### src/rtl/forth_config.svh
// size and reset configuration of the forth core
// include wherever a width, the stack depth or the reset ip is needed
`ifndef FORTH_CONFIG_SVH
`define FORTH_CONFIG_SVH

// data cell width, also the width of tos
`define FS_DSZ 32

// code address width, 1k bytes of program
`define FS_ASZ 10

// data stack entries held below tos
`define FS_DEPTH 16

// ip after reset
`define FS_IP0 0

`endif

### src/rtl/forth_pkg.sv
// shared types of the forth core: cells, opcodes, code byte views and the
// structs that travel between memory, stack, execution unit and registers
`include "forth_config.svh"

package forth_pkg;

    typedef logic [`FS_DSZ-1:0]              cell_t;
    typedef logic [`FS_ASZ-1:0]              code_addr_t;
    typedef logic [$clog2(`FS_DEPTH+1)-1:0]  depth_t;   // 0 up to FS_DEPTH

    // 7-bit opcodes, only reached when bit 7 of the code byte is clear
    typedef enum logic [6:0] {
        OP_NOP  = 7'd0,  OP_HALT = 7'd1,
        OP_DUP  = 7'd2,  OP_DROP = 7'd3,  OP_OVER = 7'd4,  OP_SWAP = 7'd5,
        OP_ADD  = 7'd6,  OP_SUB  = 7'd7,  OP_MUL  = 7'd8,
        OP_AND  = 7'd9,  OP_OR   = 7'd10, OP_XOR  = 7'd11,
        OP_ABS  = 7'd12, OP_INV  = 7'd13, OP_MAX  = 7'd14, OP_MIN  = 7'd15,
        OP_ZEQ  = 7'd16, OP_ZLT  = 7'd17, OP_ZGT  = 7'd18,
        OP_EQ   = 7'd19, OP_NE   = 7'd20, OP_GT   = 7'd21,
        OP_LT   = 7'd22, OP_GE   = 7'd23, OP_LE   = 7'd24
    } opcode_e;

    typedef struct packed {
        logic       is_lit;  // 0 in this view
        opcode_e    opcode;
    } op_view_t;

    typedef struct packed {
        logic       is_lit;  // 1 in this view
        logic [6:0] value;   // zero-extended on push
    } lit_view_t;

    // one code byte, read as opcode or as short literal
    typedef union packed {
        op_view_t   op;
        lit_view_t  lit;
    } code_byte_u;

    typedef struct packed {
        code_addr_t addr;
        logic [7:0] data;
    } code_wr_t;

    typedef struct packed {
        logic       push;     // store wdata above nos
        logic       pop;      // drop nos
        logic       replace;  // overwrite nos with wdata
        logic       clear;    // empty the stack
        cell_t      wdata;
    } stk_cmd_t;

    typedef struct packed {
        cell_t      nos;
        depth_t     depth;
        logic       empty;
        logic       full;
    } stk_view_t;

    typedef struct packed {
        logic       start;       // one cycle, loads ip and clears state
        logic       run;
        code_addr_t start_addr;
    } ctrl_t;

    typedef struct packed {
        code_addr_t ip;
        cell_t      tos;
        logic       halt;        // pulses, one cycle each
        logic       underflow;
        logic       overflow;
    } core_status_t;

endpackage
### src/rtl/ctrl_regs.sv
// run control, start address and sticky fault flags of the forth core
// reg 0 run, reg 1 start address, reg 2 faults (bit 0 under, bit 1 over, w1c)
`timescale 1ns/1ps
`include "forth_config.svh"

module ctrl_regs (
    input  logic                    clk,
    input  logic                    rst,
    input  logic                    reg_we,
    input  logic [1:0]              reg_addr,
    input  forth_pkg::cell_t        reg_wdata,
    input  forth_pkg::core_status_t status,
    output forth_pkg::ctrl_t        ctrl,
    output logic                    underflow,
    output logic                    overflow
);
    import forth_pkg::*;

    localparam logic [1:0] REG_RUN   = 2'd0;
    localparam logic [1:0] REG_START = 2'd1;
    localparam logic [1:0] REG_FAULT = 2'd2;

    logic       run_q;
    logic       start_q;
    code_addr_t start_addr_q;
    logic       wr_run;
    logic       wr_start;
    logic       wr_fault;
    logic       stop;       // halt or fault from the execution unit

    assign wr_run   = reg_we && (reg_addr == REG_RUN);
    assign wr_start = reg_we && (reg_addr == REG_START);
    assign wr_fault = reg_we && (reg_addr == REG_FAULT);
    assign stop     = status.halt || status.underflow || status.overflow;

    always_ff @(posedge clk) begin
        if (rst) begin
            run_q        <= 1'b0;
            start_q      <= 1'b0;
            start_addr_q <= `FS_IP0;
            underflow    <= 1'b0;
            overflow     <= 1'b0;
        end else begin
            start_q <= wr_run && reg_wdata[0] && !run_q;   // only on 0 to 1
            if (stop) begin
                run_q <= 1'b0;
            end else if (wr_run) begin
                run_q <= reg_wdata[0];
            end
            if (wr_start) begin
                start_addr_q <= reg_wdata[`FS_ASZ-1:0];
            end
            // set beats clear in the same cycle
            if (status.underflow) begin
                underflow <= 1'b1;
            end else if (wr_fault && reg_wdata[0]) begin
                underflow <= 1'b0;
            end
            if (status.overflow) begin
                overflow <= 1'b1;
            end else if (wr_fault && reg_wdata[1]) begin
                overflow <= 1'b0;
            end
        end
    end

    assign ctrl = '{start: start_q, run: run_q, start_addr: start_addr_q};

endmodule

### config.mk
export PLATFORM = sky130hd
export DESIGN_NAME = ctrl_regs
export DESIGN_NICKNAME = d
export VERILOG_FILES = /design/src/rtl/forth_pkg.sv /design/src/rtl/ctrl_regs.sv
export VERILOG_INCLUDE_DIRS = /design/src /design/src/rtl
export SDC_FILE = /design/constraint.sdc
export NUM_CORES = 1
export LEC_CHECK = 0
export CORE_AREA = 2 2 39 41
export DETAILED_ROUTE_END_ITERATION = 7
export DIE_AREA = 0 0 41 43
export DONT_BUFFER_PORTS = 1
export GPL_TIMING_DRIVEN = 0
export PLACE_DENSITY_LB_ADDON = 0.25
export SLEW_MARGIN = 15
export SYNTH_ARGS = -nofsm -noshare
export SYNTH_HDL_FRONTEND = slang
export SYNTH_SLANG_ARGS = --single-unit
### constraint.sdc
create_clock -name clk -period 2.8 [get_ports clk]
set_clock_uncertainty 0.2 [all_clocks]
set_input_delay 0.14 -clock clk [delete_from_list [all_inputs] [get_ports clk]]
set_output_delay 0.14 -clock clk [all_outputs]
set_load 0.005 [all_outputs]
Word-level counts from Yosys, hierarchy flattened

Cells that the tools add are included.

Flip-flop bits (word level): 14
Output and inout bits: 14

Equal/unequal tests: 2
Multiplexer cells: 4
Reduce and logical (&&, ||, !) cells: 14

Operators by type and width:

| kind                                                                   | number |
|---|---|
| 1-bit logical AND                                                      | 7 |
| 1-bit 2-to-1 mux                                                       | 4 |
| 2-bit nonzero test                                                     | 2 |
| 2-bit by 1-bit equality test with 1-bit output (second input constant) | 1 |
| 2-bit equality test (second input constant)                            | 1 |
| 2-bit zero test                                                        | 1 |
| 1-bit logical OR                                                       | 2 |
| 2-bit OR reduction                                                     | 1 |
| 1-bit zero test                                                        | 1 |

Depth between registers and ports, before layout

Depth after elaboration: 5
Gate-level depth with buffers: 4
Depth with buffers taken out: 3

Worst setup path after synthesis

Ideal clock, no wire load.

Path type: input-to-reg
Start point: input status[0] (netlist bit)
End point: register run_q
Data arrival time: 718 ps
Required time: 2535 ps
Path slack: 1817 ps
Stages: 2
Path buffers: 0
Cell sequence: or4_1 > nor2_1

Word-level cells in the longest chain between the ends: 2

RTL lines:

| element                             | RTL line        | RTL |
|---|---|---|
| start: declaration                  | ctrl_regs.sv:12 | `input forth_pkg::core_status_t status,` |
| 1-bit logical OR                    | ctrl_regs.sv:34 | `assign stop = status.halt \|\| status.underflow \|\| status.overflow;` |
| 2-bit OR reduction (no source line) | --              |  |
| end signal: assignment              | ctrl_regs.sv:48 | `run_q <= reg_wdata[0];` |
| end: declaration                    | ctrl_regs.sv:23 | `logic run_q;` |

Every way passes these cells.
A chain may end at the register's enable or synchronous reset.

Worst setup path after layout

Same ends and word-level chain as after synthesis.

==> results.tsv <==
metric	value	unit
initial antenna violation count	0	
# Max-Cap Violations	0	
syn_area_per_cell	10.4	µm²
Post-CTS Setup Repair Bufs	0	
Clock Latency Late Sink	0.28	ns
fin. max-slew vios	0	
htree depth	1	
CP endpoint kind	flip-flop	
Finished Layout Cells	90	
Synth Instances	51	
sequential-to-total area share from yosys stat	0.527	
Core ar.	1380	µm²
area of the multi-input gates	221	µm²
nets@finish	157	
final hold viol count	0	
row count	14	
CP Class	input pin to flip-flop	
Netlist cell types	13	
Root Buffer	clkbuf_4	
flops & latches, synth	14	
syn nets	133	
Routed Antenna Nets	0	
setup TNS	0	ns
die width	41	µm
dpl ws	1.77	ns
Total GRT Usage	0.179	
via count	444	
unrepaired setup endpoints after global routing	no	
final wirelength	1320	µm
Initial DRC Count	7	
VDD IR-drop max	0.000313	V
I/O pin total	96	
Req. time, crit path	2.82	ns
vias in the first global route	485	
full die area	1760	µm²
critical-path maximum fanout	2	
DRC viols	0	
Rel. slew slack	0.703	
crit share post-route	0.663	
CTS tree	yes	
area occupied by registers	280	µm²
mapped cell area	532	µm²
Clock transition at path regs	0.09	ns
Static Leakage	0.368	nW
Num Clock Sinks	14	
layout cells sized above 1	0.0946	
area delta synth->final	46.4	%
remaining global-route overflow	0	
First-pass DRT Iterations	4	
Filler Cell Count	126	
largest net degree at the start of global routing	11	
Avg WL per Cell	14.7	µm
Placer Congestion	0.707	
Ant. Diodes	0	
Max clock buf depth	2	
crit path launch type	input pin	
CP arrival	1.88	ns
status	completed	
Synth Warn #	0	
CTS Buf Count	3	
Worst Max-Slew Pin Slew	0.445	ns
placed instance count	67	
Final setup violation count	0	
setup ws final	0.945	ns
Period minus WS final	1.86	ns
starting density of the core	0.384	
DR vias/cell	4.93	
Die Ht	43	µm
worst min path class	input pin to flip-flop	
PwrDens	513	nW/µm²
IO Port Bufs	0	
first-pass GRT wire length	2030	µm
Highest Clock Rate	0.539	GHz
per-stage QoR:
| stage | instance area [µm²] | hold WS [ns] | utilization | power [mW] |
|---|---|---|---|---|
| CTS | 778 | 0.0387 | 0.562 | 0.405 |
| detailed placement | 552 | 0.0154 | 0.399 | 0.237 |
| floorplan | 532 | 0.0124 | - | 0.233 |
| global route | 778 | 0.0700 | 0.562 | 0.420 |
| global placement | 552 | 0.0144 | 0.399 | 0.237 |
| finish | 778 | 0.0514 | 0.562 | 0.399 |
area by class of cell:
type | instances | area share
flip-flops and latches | 14 | 0.360
multi-input cells | 33 | 0.285
repair buffers | 19 | 0.244
clock buffers | 4 | 0.0466
plain buffers | 4 | 0.0386
well taps | 16 | 0.0257
kinds of logic (layout without fill, tap and decap cells):
logic type / count (synthesis) / count (layout) / share of synthesized area
multiplexers: 11 / 11 / 0.207
flip-flops: 14 / 14 / 0.527
AND/OR/NAND/NOR: 21 / 21 / 0.200
buffers and inverters: 4 / 27 / 0.0565
AO/OA/AOI/OAI: 1 / 1 / 0.00940
registers in the layout, summed over array words and instances, names as in the netlist:
name / flops
start_q: 1
underflow: 1
overflow: 1
start_addr_q: 10
run_q: 1
timing repair:
item | CTS | global route
hold buffers | 19 | 0
gates resized for setup | 0 | 0
hold endpoints to repair | 14 | 0
routing by layer:
| layer | track usage | vias up | routed length, µm |
|---|---|---|---|
| li1 | - | 222 | - |
| met2 | 0.309 | 14 | 750 |
| met5 | 0 | - | 0 |
| met4 | 0.100 | 0 | 10 |
| met3 | 0.0471 | 2 | 73 |
| met1 | 0.178 | 206 | 485 |
synth_stat cells:
| master | number | area share |
|---|---|---|
| or4_1 | 1 | 0.014 |
| dfxtp_1 | 14 | 0.53 |
| nand3b_1 | 2 | 0.028 |
| buf_4 | 2 | 0.028 |
| nor3b_1 | 2 | 0.028 |
| clkbuf_1 | 1 | 0.0071 |
| nor4_1 | 1 | 0.012 |
| nor2_1 | 13 | 0.092 |
| nand4b_1 | 1 | 0.016 |
| mux2i_1 | 11 | 0.21 |
| nor3_1 | 1 | 0.0094 |
| buf_6 | 1 | 0.021 |
| a21oi_1 | 1 | 0.0094 |
cells in the final DEF, fill, tap and decap left out:
cell type      count
clkbuf_8           1
nor3b_1            2
nor3_1             1
buf_4              2
clkbuf_1           1
a21oi_1            1
nor2_1            13
or4_1              1
dfxtp_1           14
buf_6              1
nand3b_1           2
nand4b_1           1
dlygate4sd3_1     19
nor4_1             1
mux2i_1           11
clkbuf_4           3
report_power, final:
| part | leakage [nW] | internal, mW | switching, mW | total [mW] |
|---|---|---|---|---|
| sequential | 0.114 | 0.206 | 0.00503 | 0.211 |
| clock | 0.0210 | 0.0790 | 0.0656 | 0.145 |
| combinational | 0.232 | 0.0275 | 0.0157 | 0.0432 |
worst paths after layout:
path	start	end	slack, ns	depth (start not counted)
max	status[0]	run_q	0.94	4
min	rst	start_addr_q[9]	0.05	2
max reg2reg	run_q	start_q	1.27	2
min reg2reg	start_addr_q[9]	start_addr_q[9]	0.33	2
critical path, cell delays in order:
cell,delay [ns]
dlygate4sd3_1,0.58
or4_1,0.52
nor2_1,0.09
dlygate4sd3_1,0.55
Power figures use the tool's default switching activity.
