File: config.mk
export PLATFORM = sky130hd
export DESIGN_NAME = data_stack
export DESIGN_NICKNAME = d
export VERILOG_FILES = /design/src/rtl/forth_pkg.sv /design/src/rtl/data_stack.sv
export VERILOG_INCLUDE_DIRS = /design/src /design/src/rtl
export SDC_FILE = /design/constraint.sdc
export NUM_CORES = 1
export LEC_CHECK = 0
export ABC_CLOCK_PERIOD_IN_PS = 11500
export BUFFER_PORTS_ARGS = -buffer_cell sky130_fd_sc_hd__buf_2
export CAP_MARGIN = 40
export CORE_MARGIN = 2
export CORE_UTILIZATION = 50
export CTS_CLUSTER_SIZE = 14
export DETAILED_ROUTE_END_ITERATION = 7
export PLACE_DENSITY = 0.67
export SYNTH_ARGS = -nofsm -noshare
export SYNTH_HDL_FRONTEND = slang
export SYNTH_SLANG_ARGS = --single-unit
File: constraint.sdc
create_clock -name clk -period 11.5 [get_ports clk]
set_input_delay 1.15 -clock clk [delete_from_list [all_inputs] [get_ports clk]]
set_output_delay 1.15 -clock clk [all_outputs]
set_load 0.05 [all_outputs]
File: src/rtl/forth_config.svh
// size and reset configuration of the forth core
// include wherever a width, the stack depth or the reset ip is needed
`ifndef FORTH_CONFIG_SVH
`define FORTH_CONFIG_SVH

// data cell width, also the width of tos
`define FS_DSZ 32

// code address width, 1k bytes of program
`define FS_ASZ 10

// data stack entries held below tos
`define FS_DEPTH 16

// ip after reset
`define FS_IP0 0

`endif

File: src/rtl/forth_pkg.sv
// shared types of the forth core: cells, opcodes, code byte views and the
// structs that travel between memory, stack, execution unit and registers
`include "forth_config.svh"

package forth_pkg;

    typedef logic [`FS_DSZ-1:0]              cell_t;
    typedef logic [`FS_ASZ-1:0]              code_addr_t;
    typedef logic [$clog2(`FS_DEPTH+1)-1:0]  depth_t;   // 0 up to FS_DEPTH

    // 7-bit opcodes, only reached when bit 7 of the code byte is clear
    typedef enum logic [6:0] {
        OP_NOP  = 7'd0,  OP_HALT = 7'd1,
        OP_DUP  = 7'd2,  OP_DROP = 7'd3,  OP_OVER = 7'd4,  OP_SWAP = 7'd5,
        OP_ADD  = 7'd6,  OP_SUB  = 7'd7,  OP_MUL  = 7'd8,
        OP_AND  = 7'd9,  OP_OR   = 7'd10, OP_XOR  = 7'd11,
        OP_ABS  = 7'd12, OP_INV  = 7'd13, OP_MAX  = 7'd14, OP_MIN  = 7'd15,
        OP_ZEQ  = 7'd16, OP_ZLT  = 7'd17, OP_ZGT  = 7'd18,
        OP_EQ   = 7'd19, OP_NE   = 7'd20, OP_GT   = 7'd21,
        OP_LT   = 7'd22, OP_GE   = 7'd23, OP_LE   = 7'd24
    } opcode_e;

    typedef struct packed {
        logic       is_lit;  // 0 in this view
        opcode_e    opcode;
    } op_view_t;

    typedef struct packed {
        logic       is_lit;  // 1 in this view
        logic [6:0] value;   // zero-extended on push
    } lit_view_t;

    // one code byte, read as opcode or as short literal
    typedef union packed {
        op_view_t   op;
        lit_view_t  lit;
    } code_byte_u;

    typedef struct packed {
        code_addr_t addr;
        logic [7:0] data;
    } code_wr_t;

    typedef struct packed {
        logic       push;     // store wdata above nos
        logic       pop;      // drop nos
        logic       replace;  // overwrite nos with wdata
        logic       clear;    // empty the stack
        cell_t      wdata;
    } stk_cmd_t;

    typedef struct packed {
        cell_t      nos;
        depth_t     depth;
        logic       empty;
        logic       full;
    } stk_view_t;

    typedef struct packed {
        logic       start;       // one cycle, loads ip and clears state
        logic       run;
        code_addr_t start_addr;
    } ctrl_t;

    typedef struct packed {
        code_addr_t ip;
        cell_t      tos;
        logic       halt;        // pulses, one cycle each
        logic       underflow;
        logic       overflow;
    } core_status_t;

endpackage
File: src/rtl/data_stack.sv
// data stack holding the cells below tos
// the execution unit sends one command per cycle and sees nos, depth,
// empty and full back without delay
`timescale 1ns/1ps
`include "forth_config.svh"

module data_stack (
    input  logic                 clk,
    input  logic                 rst,
    input  forth_pkg::stk_cmd_t  cmd,
    output forth_pkg::stk_view_t view
);
    import forth_pkg::*;

    localparam int PW = $clog2(`FS_DEPTH);   // index width into the array

    cell_t  mem [`FS_DEPTH];
    depth_t sp;      // number of entries, also the next free slot
    depth_t top;     // slot of nos
    logic   empty;
    logic   full;

    assign top   = sp - 1'b1;       // wraps when empty, nos then unused
    assign empty = (sp == '0);
    assign full  = (sp == depth_t'(`FS_DEPTH));

    // cell storage
    always_ff @(posedge clk) begin
        if (cmd.push) begin
            mem[sp[PW-1:0]] <= cmd.wdata;
        end else if (cmd.replace) begin
            mem[top[PW-1:0]] <= cmd.wdata;   // swap puts old tos under the new one
        end
    end

    // pointer, clear wins over any other command
    always_ff @(posedge clk) begin
        if (rst) begin
            sp <= '0;
        end else if (cmd.clear) begin
            sp <= '0;
        end else if (cmd.push) begin
            sp <= sp + 1'b1;
        end else if (cmd.pop) begin
            sp <= sp - 1'b1;
        end
    end

    // view back to the execution unit
    always_comb begin
        view       = '0;
        view.nos   = mem[top[PW-1:0]];
        view.depth = sp;
        view.empty = empty;    // pop or replace here is an underflow
        view.full  = full;     // push here is an overflow
    end

endmodule

# After elaboration in Yosys (flattened, before gate mapping)
# Memory sizes are Yosys's and may differ from the RTL's.
# Index checks and enable logic that the tools add are counted.
# W data, S select, Z words.
dict set report op_classes {
  reduce_logical 4
  muxes 10
  eq_ne 1
  add_sub_neg 2
}
# operator count
set ops {}
lappend ops {{$mux W32} 1}
lappend ops {{$reduce_or A32 Y1} 1}
lappend ops {{$mux W5} 2}
lappend ops {{$mux W1} 6}
lappend ops {{$add A5 B1 Y5 const B} 1}
lappend ops {{$eq A5 B5 Y1 const B} 1}
lappend ops {{$logic_not A5 Y1} 1}
lappend ops {{$sub A5 B1 Y5 const B} 1}
lappend ops {{$mux W4} 1}
lappend ops {{$reduce_bool A2 Y1} 1}
lappend ops {{$reduce_or A2 Y1} 1}
dict set report totals {
  output_inout_bits 39
  mem_count 1
  mem_bits_rw 512
  regBits 5
  wordCells 19
}
# memory words width rd rd_ports_with_merged_regs write_ports line_no
set memory_table {}
lappend memory_table {mem 16 32 1 0 1 data_stack.sv:17} ;# cell_t mem [`FS_DEPTH];

# Logic depth before layout (Yosys ltp)
dict set report depth {
  depth_word 5
  ltp_mapped 10
}

# Worst setup path before layout
# No wires, ideal clock.
dict set report synth_path {
  path_kind {register to output}
  from {register sp[0]}
  to {output view[37] in the netlist's numbering}
  required_time_ns 10.350
  slack_ns 7.320
  stages_incl_launch_ff 11
  arrival_ns 3.030
  path_cell_list {dfxtp_1 buf_2 buf_2 inv_1 ha_1 clkbuf_1 buf_2 buf_2 mux4_2 o21ai_0 nand4_1}
}
# element line_no
set synth_rtl {}
lappend synth_rtl {{start: declaration} data_stack.sv:18} ;# depth_t sp;
lappend synth_rtl {{start signal: assignment} data_stack.sv:43} ;# sp <= sp + 1'b1;
lappend synth_rtl {{start signal: assignment} data_stack.sv:45} ;# sp <= sp - 1'b1;
lappend synth_rtl {{end: declaration} data_stack.sv:11} ;# output forth_pkg::stk_view_t view

==> results.tsv <==
metric	value	unit
status	finished, final reports clean	
CP Data Arrival Time	3.99	ns
wire length per cell	27.4	µm
clk buf depth	3	
area post-placement	21100	µm²
ys async rst share	0	%
Tot GR Track Use	21.7	%
I/O pin count	77	
RePlAce Congestion	0.738	
synth unique cells	39	
Post-CTS Resized	0	
vias per cell	6.11	
Worst Clk Skew	0.0124	ns
Synth Instances	905	
Seq pwr share	51.9	%
Setup crit start kind	register	
Layout area overhead	14.1	%
EDFF count, synth	512	
fin worst setup slack	6.36	ns
Crit Path Max Fanout	57	
vias	9660	
hold depth	2	
sw power	0.990	mW
P_leak	7.08	nW
initial core utilization	50.4	%
CTS clock-pin slew for the worst setup and hold paths	0.06	ns
htree depth	2	
largest net degree at the start of global routing	58	
worst hold path type	reg -> reg	
Die ar.	41400	µm²
Syn Std Cell Area	19900	µm²
flops & latches, synth	517	
P_int	3.13	mW
Synthesized Nets	946	
R2R setup slack	8.03	ns
DIE HEIGHT	203	µm
Detailed Routing Iterations Pass 1	5	
Most used DFF post-synth	edfxtp_1	
FMAX	194	MHz
top post-synthesis cells by count	edfxtp_1, mux4_2, o21ai_0	
post-route cell area	22700	µm²
area leader, netlist	edfxtp_1	
die span in x	203	µm
CTS buffer count	52	
Hold Startpoint	sp[4]$_SDFFE_PP0P_	
CP Class	reg -> out	
combinational group share of total power	10.6	%
Setup Slack @ Placement	6.92	ns
CTS tree	yes	
vias in the first global route	10215	
final setup fails	0	
Fillers	2973	
Yosys warning total	0	
post-CTS setup buffer count	0	
most common cell in the netlist	edfxtp_1	
RR Endpoint	mem[4][14]$_DFFE_PP_	
WP data required	10.35	ns
CTS Hold Bufs	0	
setup TNS	0	ns
max-cap viol count	0	
worst r2r path cells	7	
Root Driver	clkbuf_16	
port bufs	76	
core area	39500	µm²
total wire length	43300	µm
worst skew pair latency	0.59	ns
final hold vios	0	
largest cells by area after synthesis	edfxtp_1, mux4_2, o21ai_0, a22oi_1, nand3_1	
row cnt	73	
pwr/cell area	182	nW/µm²
Detail Route Antenna Nets	0	
worst slew pin tran	1.01	ns
gr ovfl total	0	
hold path endpoint	sp[4]$_SDFFE_PP0P_	
slew margin rel.	32.9	%
Final Util	57.5	%
Initial DRC Count	1060	
post-synth top area share	77.3	%
DRC	0	
worst IR drop on VDD	0.148	mV
RSZ-0062 raised after global routing	no	
Clk pwr share	37.5	%
reg-to-reg startpoint	sp[0]$_SDFFE_PP0P_	
Seq/Total Area, Yosys	77.8	%
post-detail-place hpwl	23100	µm
period utilization	44.7	%
post-layout net count	1057	
Setup crit end kind	primary output	
initial antenna violation count	1	
Final Critical Period	5.14	ns
Switching Share	24.0	%
global-route wire length before repair	65100	µm
share of cells above drive strength 1	31.1	%
Avg Inst Size Synth	22.0	µm²
Slew Limit Fails	0	
clk sinks	517	
-- power groups by stage --
stage	clock network (mW)	registers (mW)	logic [mW]
after floorplan	0	2.18	0.290
after global placement	0	2.18	0.421
after detailed placement	0	2.18	0.440
after CTS	1.58	2.14	0.442
after global routing	1.65	2.14	0.464
final	1.55	2.14	0.436
-- critical path, stage by stage, from the launching register on --
cell,delay (ns)
dfxtp_4,0.58
inv_1,0.23
ha_4,0.38
buf_16,0.29
buf_4,0.52
buf_16,0.29
mux4_2,0.35
a22oi_1,0.19
nand3_1,0.20
buf_2,0.28
-- worst max path at each step --
stage / start / endpoint / slack [ns]
4_1_cts: sp[0]$_SDFFE_PP0P_ / view[36] / 6.27
6_report: sp[0]$_SDFFE_PP0P_ / view[36] / 6.36
3_5_place_dp: sp[0]$_SDFFE_PP0P_ / view[36] / 6.92
3_3_place_gp: sp[0]$_SDFFE_PP0P_ / view[9] / 5.82
5_1_grt: sp[0]$_SDFFE_PP0P_ / view[36] / 6.14
2_1_floorplan: sp[0]$_SDFFE_PP0P_ / view[37] / 7.32
-- layout make-up --
| class | count | area (µm²) | area share, % |
|---|---|---|---|
| Sequential cell | 517 | 15500 | 68.2 |
| Multi-Input combinational cell | 333 | 4230 | 18.6 |
| Tap cell | 525 | 657 | 2.89 |
| Inverter | 2 | 7.51 | 0.0331 |
| Clock inverter | 35 | 220 | 0.970 |
| Timing Repair Buffer | 110 | 768 | 3.39 |
| Clock buffer | 59 | 1330 | 5.85 |
| Antenna cell | 1 | 2.50 | 0.0110 |
-- routing by layer --
layer	part of all wire [%]	GRT usage, %
met4	2.7	7.09
met1	41	30.1
met2	50	35.8
met5	0	0
met3	6.2	3.48
-- cells in the final DEF (no fill, tap or decap), types with 3 or more instances in the layout --
| cell | count |
|---|---|
| edfxtp_1 | 512 |
| mux4_2 | 128 |
| buf_2 | 78 |
| o21ai_0 | 59 |
| clkbuf_16 | 52 |
| nand3_1 | 33 |
| a22oi_1 | 31 |
| buf_4 | 24 |
| clkinv_1 | 23 |
| nor2_4 | 17 |
| o21ai_1 | 9 |
| clkbuf_1 | 7 |
| nor3_1 | 6 |
| nor2_1 | 5 |
| nand2_1 | 5 |
| xnor2_1 | 5 |
| clkinv_2 | 5 |
| buf_16 | 5 |
| dfxtp_1 | 4 |
| and3_1 | 3 |
| buf_12 | 3 |
-- flip-flops by register name, summed over array words and instances (netlist names) --
| signal | flops |
|---|---|
| sp | 5 |
| mem | 512 |
-- metrics by stage --
stage,std cells,power [mW],hold WS (ns)
finish,1582,4.12,0.572
global route,1582,4.25,0.614
CTS,1580,4.16,0.581
detailed placement,1486,2.62,0.574
global placement,1474,2.60,0.550
floorplan,905,2.47,0.783
-- cell families after synthesis --
| logic type | share of synthesized area [%] |
|---|---|
| DFF | 77.8 |
| xor gates and xnor gates | 0.264 |
| and+or+nand+nor | 2.17 |
| buffers and inverters | 1.69 |
| AOI/OAI and AO/OA | 3.37 |
| adders and majority gates | 0.189 |
| muxes | 14.5 |
(Power assumes the default switching activity.)
