## src/rtl/forth_config.svh

```systemverilog
// size and reset configuration of the forth core
// include wherever a width, the stack depth or the reset ip is needed
`ifndef FORTH_CONFIG_SVH
`define FORTH_CONFIG_SVH

// data cell width, also the width of tos
`define FS_DSZ 32

// code address width, 1k bytes of program
`define FS_ASZ 10

// data stack entries held below tos
`define FS_DEPTH 16

// ip after reset
`define FS_IP0 0

`endif

```

## src/rtl/forth_pkg.sv

```systemverilog
// shared types of the forth core: cells, opcodes, code byte views and the
// structs that travel between memory, stack, execution unit and registers
`include "forth_config.svh"

package forth_pkg;

    typedef logic [`FS_DSZ-1:0]              cell_t;
    typedef logic [`FS_ASZ-1:0]              code_addr_t;
    typedef logic [$clog2(`FS_DEPTH+1)-1:0]  depth_t;   // 0 up to FS_DEPTH

    // 7-bit opcodes, only reached when bit 7 of the code byte is clear
    typedef enum logic [6:0] {
        OP_NOP  = 7'd0,  OP_HALT = 7'd1,
        OP_DUP  = 7'd2,  OP_DROP = 7'd3,  OP_OVER = 7'd4,  OP_SWAP = 7'd5,
        OP_ADD  = 7'd6,  OP_SUB  = 7'd7,  OP_MUL  = 7'd8,
        OP_AND  = 7'd9,  OP_OR   = 7'd10, OP_XOR  = 7'd11,
        OP_ABS  = 7'd12, OP_INV  = 7'd13, OP_MAX  = 7'd14, OP_MIN  = 7'd15,
        OP_ZEQ  = 7'd16, OP_ZLT  = 7'd17, OP_ZGT  = 7'd18,
        OP_EQ   = 7'd19, OP_NE   = 7'd20, OP_GT   = 7'd21,
        OP_LT   = 7'd22, OP_GE   = 7'd23, OP_LE   = 7'd24
    } opcode_e;

    typedef struct packed {
        logic       is_lit;  // 0 in this view
        opcode_e    opcode;
    } op_view_t;

    typedef struct packed {
        logic       is_lit;  // 1 in this view
        logic [6:0] value;   // zero-extended on push
    } lit_view_t;

    // one code byte, read as opcode or as short literal
    typedef union packed {
        op_view_t   op;
        lit_view_t  lit;
    } code_byte_u;

    typedef struct packed {
        code_addr_t addr;
        logic [7:0] data;
    } code_wr_t;

    typedef struct packed {
        logic       push;     // store wdata above nos
        logic       pop;      // drop nos
        logic       replace;  // overwrite nos with wdata
        logic       clear;    // empty the stack
        cell_t      wdata;
    } stk_cmd_t;

    typedef struct packed {
        cell_t      nos;
        depth_t     depth;
        logic       empty;
        logic       full;
    } stk_view_t;

    typedef struct packed {
        logic       start;       // one cycle, loads ip and clears state
        logic       run;
        code_addr_t start_addr;
    } ctrl_t;

    typedef struct packed {
        code_addr_t ip;
        cell_t      tos;
        logic       halt;        // pulses, one cycle each
        logic       underflow;
        logic       overflow;
    } core_status_t;

endpackage
```

## src/rtl/exec_unit.sv

```systemverilog
// execution unit: instruction pointer, tos register, decode, alu and compares
// runs one code byte per running cycle, the byte arrives from code_mem at ip
`timescale 1ns/1ps
`include "forth_config.svh"

module exec_unit (
    input  logic                    clk,
    input  logic                    rst,
    input  forth_pkg::ctrl_t        ctrl,
    input  forth_pkg::code_byte_u   instr,
    input  forth_pkg::stk_view_t    stk,
    output forth_pkg::code_addr_t   ip,
    output forth_pkg::stk_cmd_t     stk_cmd,
    output forth_pkg::core_status_t status
);
    import forth_pkg::*;

    code_addr_t ip_q;
    cell_t      tos_q;
    cell_t      tos_n;      // tos after this instruction
    cell_t      alu_res;    // alu group result
    logic       cmp_res;    // compare group result, widened to 0 or 1
    logic       need_nos;   // instruction reads nos
    logic       do_push;
    logic       do_pop;
    logic       do_repl;
    logic       op_halt;
    logic       active;     // a normal running cycle
    logic       uflow;
    logic       oflow;
    logic       exec_ok;    // commit tos, ip and stack update

    // alu group, binary words take nos as left operand
    always_comb begin
        case (instr.op.opcode)
            OP_ADD:  alu_res = stk.nos + tos_q;
            OP_SUB:  alu_res = stk.nos - tos_q;
            OP_MUL:  alu_res = stk.nos * tos_q;      // low cell of product
            OP_AND:  alu_res = stk.nos & tos_q;
            OP_OR:   alu_res = stk.nos | tos_q;
            OP_XOR:  alu_res = stk.nos ^ tos_q;
            OP_ABS:  alu_res = ($signed(tos_q) < 0) ? -tos_q : tos_q;
            OP_INV:  alu_res = ~tos_q;               // bitwise, not a negate
            OP_MAX:  alu_res = ($signed(stk.nos) > $signed(tos_q)) ? stk.nos : tos_q;
            OP_MIN:  alu_res = ($signed(stk.nos) < $signed(tos_q)) ? stk.nos : tos_q;
            default: alu_res = tos_q;
        endcase
    end

    // compare group, all ordered compares signed
    always_comb begin
        case (instr.op.opcode)
            OP_ZEQ:  cmp_res = (tos_q == '0);
            OP_ZLT:  cmp_res = ($signed(tos_q) < 0);
            OP_ZGT:  cmp_res = ($signed(tos_q) > 0);
            OP_EQ:   cmp_res = (stk.nos == tos_q);
            OP_NE:   cmp_res = (stk.nos != tos_q);
            OP_GT:   cmp_res = ($signed(stk.nos) >  $signed(tos_q));
            OP_LT:   cmp_res = ($signed(stk.nos) <  $signed(tos_q));
            OP_GE:   cmp_res = ($signed(stk.nos) >= $signed(tos_q));
            OP_LE:   cmp_res = ($signed(stk.nos) <= $signed(tos_q));
            default: cmp_res = 1'b0;
        endcase
    end

    // dispatcher, literal flag first, then the opcode groups
    always_comb begin
        tos_n    = tos_q;
        need_nos = 1'b0;
        do_push  = 1'b0;
        do_pop   = 1'b0;
        do_repl  = 1'b0;
        op_halt  = 1'b0;
        if (instr.lit.is_lit) begin
            do_push = 1'b1;                          // old tos goes below
            tos_n   = cell_t'(instr.lit.value);
        end else begin
            case (instr.op.opcode)
                OP_HALT: op_halt = 1'b1;
                // stack group
                OP_DUP:  do_push = 1'b1;
                OP_DROP: begin
                    need_nos = 1'b1;
                    do_pop   = 1'b1;
                    tos_n    = stk.nos;
                end
                OP_OVER: begin
                    need_nos = 1'b1;
                    do_push  = 1'b1;
                    tos_n    = stk.nos;
                end
                OP_SWAP: begin
                    need_nos = 1'b1;
                    do_repl  = 1'b1;                 // nos takes old tos
                    tos_n    = stk.nos;
                end
                // alu group
                OP_ADD, OP_SUB, OP_MUL, OP_AND, OP_OR, OP_XOR, OP_MAX, OP_MIN: begin
                    need_nos = 1'b1;
                    do_pop   = 1'b1;
                    tos_n    = alu_res;
                end
                OP_ABS, OP_INV: tos_n = alu_res;
                // compare group
                OP_ZEQ, OP_ZLT, OP_ZGT: tos_n = cell_t'(cmp_res);
                OP_EQ, OP_NE, OP_GT, OP_LT, OP_GE, OP_LE: begin
                    need_nos = 1'b1;
                    do_pop   = 1'b1;
                    tos_n    = cell_t'(cmp_res);
                end
                default: tos_n = tos_q;              // nop and unused codes
            endcase
        end
    end

    // faults block the whole update of the faulting instruction
    assign active  = ctrl.run && !ctrl.start;
    assign uflow   = active && need_nos && stk.empty;
    assign oflow   = active && do_push && stk.full;
    assign exec_ok = active && !op_halt && !uflow && !oflow;

    always_comb begin
        stk_cmd         = '0;
        stk_cmd.clear   = ctrl.start;
        stk_cmd.push    = exec_ok && do_push;
        stk_cmd.pop     = exec_ok && do_pop;
        stk_cmd.replace = exec_ok && do_repl;
        stk_cmd.wdata   = tos_q;                     // push and swap both write old tos
    end

    always_ff @(posedge clk) begin
        if (rst) begin
            ip_q  <= `FS_IP0;
            tos_q <= '0;
        end else if (ctrl.start) begin
            ip_q  <= ctrl.start_addr;
            tos_q <= '0;
        end else if (exec_ok) begin
            ip_q  <= ip_q + 1'b1;                    // halt keeps ip on the halt byte
            tos_q <= tos_n;
        end
    end

    assign ip     = ip_q;
    assign status = '{ip: ip_q, tos: tos_q, halt: active && op_halt,
                      underflow: uflow, overflow: oflow};

endmodule

```

## config.mk

```make
export PLATFORM = sky130hd
export DESIGN_NAME = exec_unit
export DESIGN_NICKNAME = d
export VERILOG_FILES = /design/src/rtl/forth_pkg.sv /design/src/rtl/exec_unit.sv
export VERILOG_INCLUDE_DIRS = /design/src /design/src/rtl
export SDC_FILE = /design/constraint.sdc
export NUM_CORES = 2
export LEC_CHECK = 0
export BUFFER_PORTS_ARGS = -buffer_cell sky130_fd_sc_hd__buf_2
export CORE_AREA = 8 8 206 208
export CTS_BUF_LIST = sky130_fd_sc_hd__clkbuf_16
export DETAILED_ROUTE_END_ITERATION = 7
export DIE_AREA = 0 0 214 216
export PLACE_DENSITY = 0.77
export SYNTH_ARGS = -nofsm -noshare
export SYNTH_HDL_FRONTEND = slang
export SYNTH_SLANG_ARGS = --single-unit
```

## constraint.sdc

```tcl
create_clock -name clk -period 22.7 [get_ports clk]
set_input_delay 6.81 -clock clk [delete_from_list [all_inputs] [get_ports clk]]
set_output_delay 6.81 -clock clk [all_outputs]
set_load 0.05 [all_outputs]
```

* Yosys cells after proc, flatten, opt, wreduce, memory -nomap -nowiden
Index checks and enable logic that the tools add are counted.
** Word-level totals
- Flip-flop bits (word level) :: 42
- Input port bits :: 61
- Output and inout port bits :: 91
** Operators by class
- $add $sub $neg :: 4
- $mul :: 1
- Order comparisons :: 6
- Eq/ne operators :: 30
- Mux-type cells :: 19
- Bitwise gates (word level) :: 4
- Reductions and logical operators :: 27
** Operators by type and width (count)
- 32-bit case mux with 10 select lines :: 1
- 32-bit two-way mux :: 4
- 32-bit case mux with 3 select lines :: 1
- 7-bit by 5-bit equality test with 1-bit output (second input constant) :: 9
- 7-bit by 4-bit equality test with 1-bit output (second input constant) :: 8
- 32-bit adder :: 1
- 32-bit bitwise AND :: 1
- 32-bit equality test :: 1
- 32-bit greater-or-equal comparator :: 1
- 32-bit by 1-bit greater-than comparator with 1-bit output (second input constant) :: 1
- 32-bit greater-than comparator :: 1
- 32-bit <= comparator :: 1
- 32-bit logical NOT :: 1
- 32-bit by 1-bit < comparator with 1-bit output (second input constant) :: 1
- 32-bit < comparator :: 1
- 32-bit by 32-bit multiplier with 32-bit output :: 1
- 32-bit inequality test :: 1
- 32-bit negation :: 1
- 32-bit NOT :: 1
- 32-bit OR :: 1
- 32-bit subtractor :: 1
- 32-bit bitwise XOR :: 1
- 7-bit by 3-bit equality test with 1-bit output (second input constant) :: 4
- 10-bit two-way mux :: 2
- other kinds (18) :: 45

* Longest topological paths before layout
- Depth in word-level cells :: 11
- Mapped depth :: 30
- Gate-level depth less buffers :: 28

* Worst setup path after synthesis
OpenSTA, ideal clock, no wires.
- Path kind :: input-to-output
- Start point :: in instr[1] in the netlist's numbering
- End point :: out stk_cmd[33] in the netlist's numbering
- Arrival time :: 9.736 ns
- Required time :: 15.890 ns
- Setup slack :: 6.154 ns
- Stages on the path :: 9
- Path buffers :: 2
- Cells stage by stage :: clkbuf_1 > and2_1 > o21ai_1 > nand2_1 > o2111ai_1 > o311ai_1 > nor2_1 > clkbuf_1 > nor4bb_1
** RTL lines
- start: declaration :: RTL line exec_unit.sv:10 : input forth_pkg::code_byte_u instr,
- end: declaration :: RTL line exec_unit.sv:13 : output forth_pkg::stk_cmd_t stk_cmd,

==> impl_metrics.toml <==
[critical_path]
cp_data_required_time_ps = 15890
cp-end-kind = "output port"
r2r-start = "tos_q[12]"
path_max_fanout = 64
critPathKind = "input port to output port"
r2r-end = "tos_q[27]"
ff2ff_setup_slack_ps = 13380
r2r_cells = 26
startpoint_type = "input port"
cp_data_arrival_time_ps = 9670

[placement]
place_congestion = 1.05
io_buffers = 146
dp.cells = 3511
dpl.hpwl_um = 72600
placed_cell_area_um2 = 24600

[hold_path]
worstHoldPathType = "register to register"
holdPathEnd = "ip[9]"
holdCritStartpoint = "ip[9]"
min_path_cells = 2

[logic_synthesis]
synthTopCellsByCount = "inv_1 (458), nor2_1 (427), fa_1 (410)"
yosys_register_bits = 42
synth_warnings = 0
syn_avg_cell_area_um2 = 7.93
ys_seq_area_share_pct = 3.51
async_flop_share_pct = 0
synth.distinct_cells = 93
yosysMostFrequentCell = "inv_1"
synth_top_cell_by_area = "fa_1"
syn_nets = 3709
ys_top_cells_by_area = "fa_1 (34%), ha_1 (12%), inv_1 (7.2%), nor2_1 (6.7%), nand2_1 (5.0%)"
synth.top_cell.area_share_pct = 34.3
synth-main-ff-cell = "dfxtp_1"
synthesis.instances = 3017
synth_edf_count = 0
syn_area_um2 = 23900

[sta]
hold_violations = 0
whs_ps = 549
tns_ps = 0
slew_viol_final = 0
max_freq_mhz = 60.7
timing.slew.headroom_pct = 9.29
worst_pin_slew_ps = 1360
finalCritPeriodShare_pct = 72.6
fin_crit_ps = 16480
fin_skew_ps = 8.62
setup_violations = 0
grt_setup_unrepaired = "false"

[grt]
grt_pass1_vias = 24000
grt_pass1_wl_um = 147000
grt_use_total_pct = 41.7
grt_start_max_net_pins = 65
antenna_found_initial = 2
grt-ovfl-total = 0

[clock_tree]
cts_setup_buffers = 0
hold_buffers = 0
clkTransAtPathRegs_ps = 70
htree_levels = 2
cts_buffer_depth = 2
cts_tree = "done"
cts_resized = 0
clkSinkCount = 42
clock_latency_ps = 310
cts_made_buffers = 5
cts-root-buf = "clkbuf_16"

[route]
num_vias = 23300
wire_per_inst_um = 27.7
m1WireLength_um = 34900
route.met3.wl_um = 14200
drtAntennaViolNets = 0
drt-initial-drc-count = 2886
totalWireLength_um = 97400
via_per_inst = 6.62
top_layer = "met4"
drt-pass1-iter-count = 6
route.met2.wl_um = 40200
drcViolationCount = 0

[finish]
fin_area_um2 = 24800
layout.nets = 3685
drive_gt1_share_pct = 7.88
layoutNonFillerInstCount = 3522
area_growth_pct = 3.42
nFillCells = 3480

[flow_run]
maxCapViolations = 0

[floorplan]
die-width_um = 214
start_util_pct = 61.1
core-area_um2 = 39200
rows = 73
die-height_um = 216
die_area_um2 = 46200
io_pins = 152

[status]
status = "finished clean"

[pwr]
peakVddDrop_uv = 37.0
power_density_nw_per_um2 = 17.3
power.leakage_uw = 0.0118
==> worst max path at each step <==
stage | start | to | slack [ps] | depth (start not counted)
finish | instr[1] | stk_cmd[33] | 6220 | 10
CTS | instr[1] | stk_cmd[33] | 6340 | 10
global placement | instr[1] | stk_cmd[33] | 6400 | 10
floorplan | instr[1] | stk_cmd[33] | 6150 | 9
detailed placement | instr[1] | stk_cmd[33] | 6360 | 10
global route | instr[1] | stk_cmd[33] | 6000 | 10
==> cells in the final DEF, fill, tap and decap left out, drive strengths merged, types with 39 or more instances in the layout <==
| cell | n |
|---|---|
| fa | 410 |
| nand2 | 318 |
| a21oi | 128 |
| buf | 190 |
| nor3 | 39 |
| o21ai | 106 |
| dfxtp | 42 |
| nor2 | 427 |
| xnor2 | 120 |
| ha | 221 |
| inv | 464 |
==> power by group <==
| part | switching [uW] | internal, uW |
|---|---|---|
| Combinational | 186 | 83.6 |
| Sequential | 3.82 | 75.5 |
| Clock | 39.4 | 40.5 |
| Total | 229 | 200 |
==> cells by family after synthesis <==
logic type / after synthesis / share of synthesized area [%]
multiplexers: 39 / 1.86
AO/OA/AOI/OAI: 516 / 14.6
adder cells (fa/ha/maj): 631 / 45.9
AND/OR/NAND/NOR: 935 / 16.6
buffers and inverters: 702 / 11.9
XOR/XNOR: 152 / 5.56
flip-flops: 42 / 3.51
==> sequential cells by signal, indices dropped and copies added, names as in the netlist <==
signal and count:
ip 10, tos_q 32
==> critical path: stages <==
cell and delay [ps]:
buf_2 80, buf_4 640, nor2_1 150, nand2_1 120, nand2_1 90, o2111ai_1 250
o311ai_1 140, nor2_1 680, nor4bb_1 360, buf_2 310
==> metrics by stage <==
stage / utilization (%) / power [uW] / worst slack, ps
5_1_grt: 63.2 / 444 / 6000
4_1_cts: 63.1 / 415 / 6340
3_3_place_gp: 62.8 / 333 / 6400
2_1_floorplan: - / 254 / 6150
6_report: 63.2 / 428 / 6220
3_5_place_dp: 62.8 / 337 / 6360
==> metal layers <==
metal  vias up  track usage [%]
li1       9603                -
met1     11200             52.8
met2      1991             61.8
met3       476             12.3
met4         0             26.5
met5         -                0
==> area by class of cell <==
cell class              count  area (um2)  area share, %
multi-input cells        2273       20200           81.8
flip-flops and latches     42         841           3.40
clock buffers               5         125          0.506
repair buffers            190        1060           4.29
clock inverters             3        16.3         0.0657
diodes                      3        7.51         0.0303
well taps                 525         657           2.65
inverters                 481        1810           7.29
Note: power is estimated with default switching activity, not from simulation.
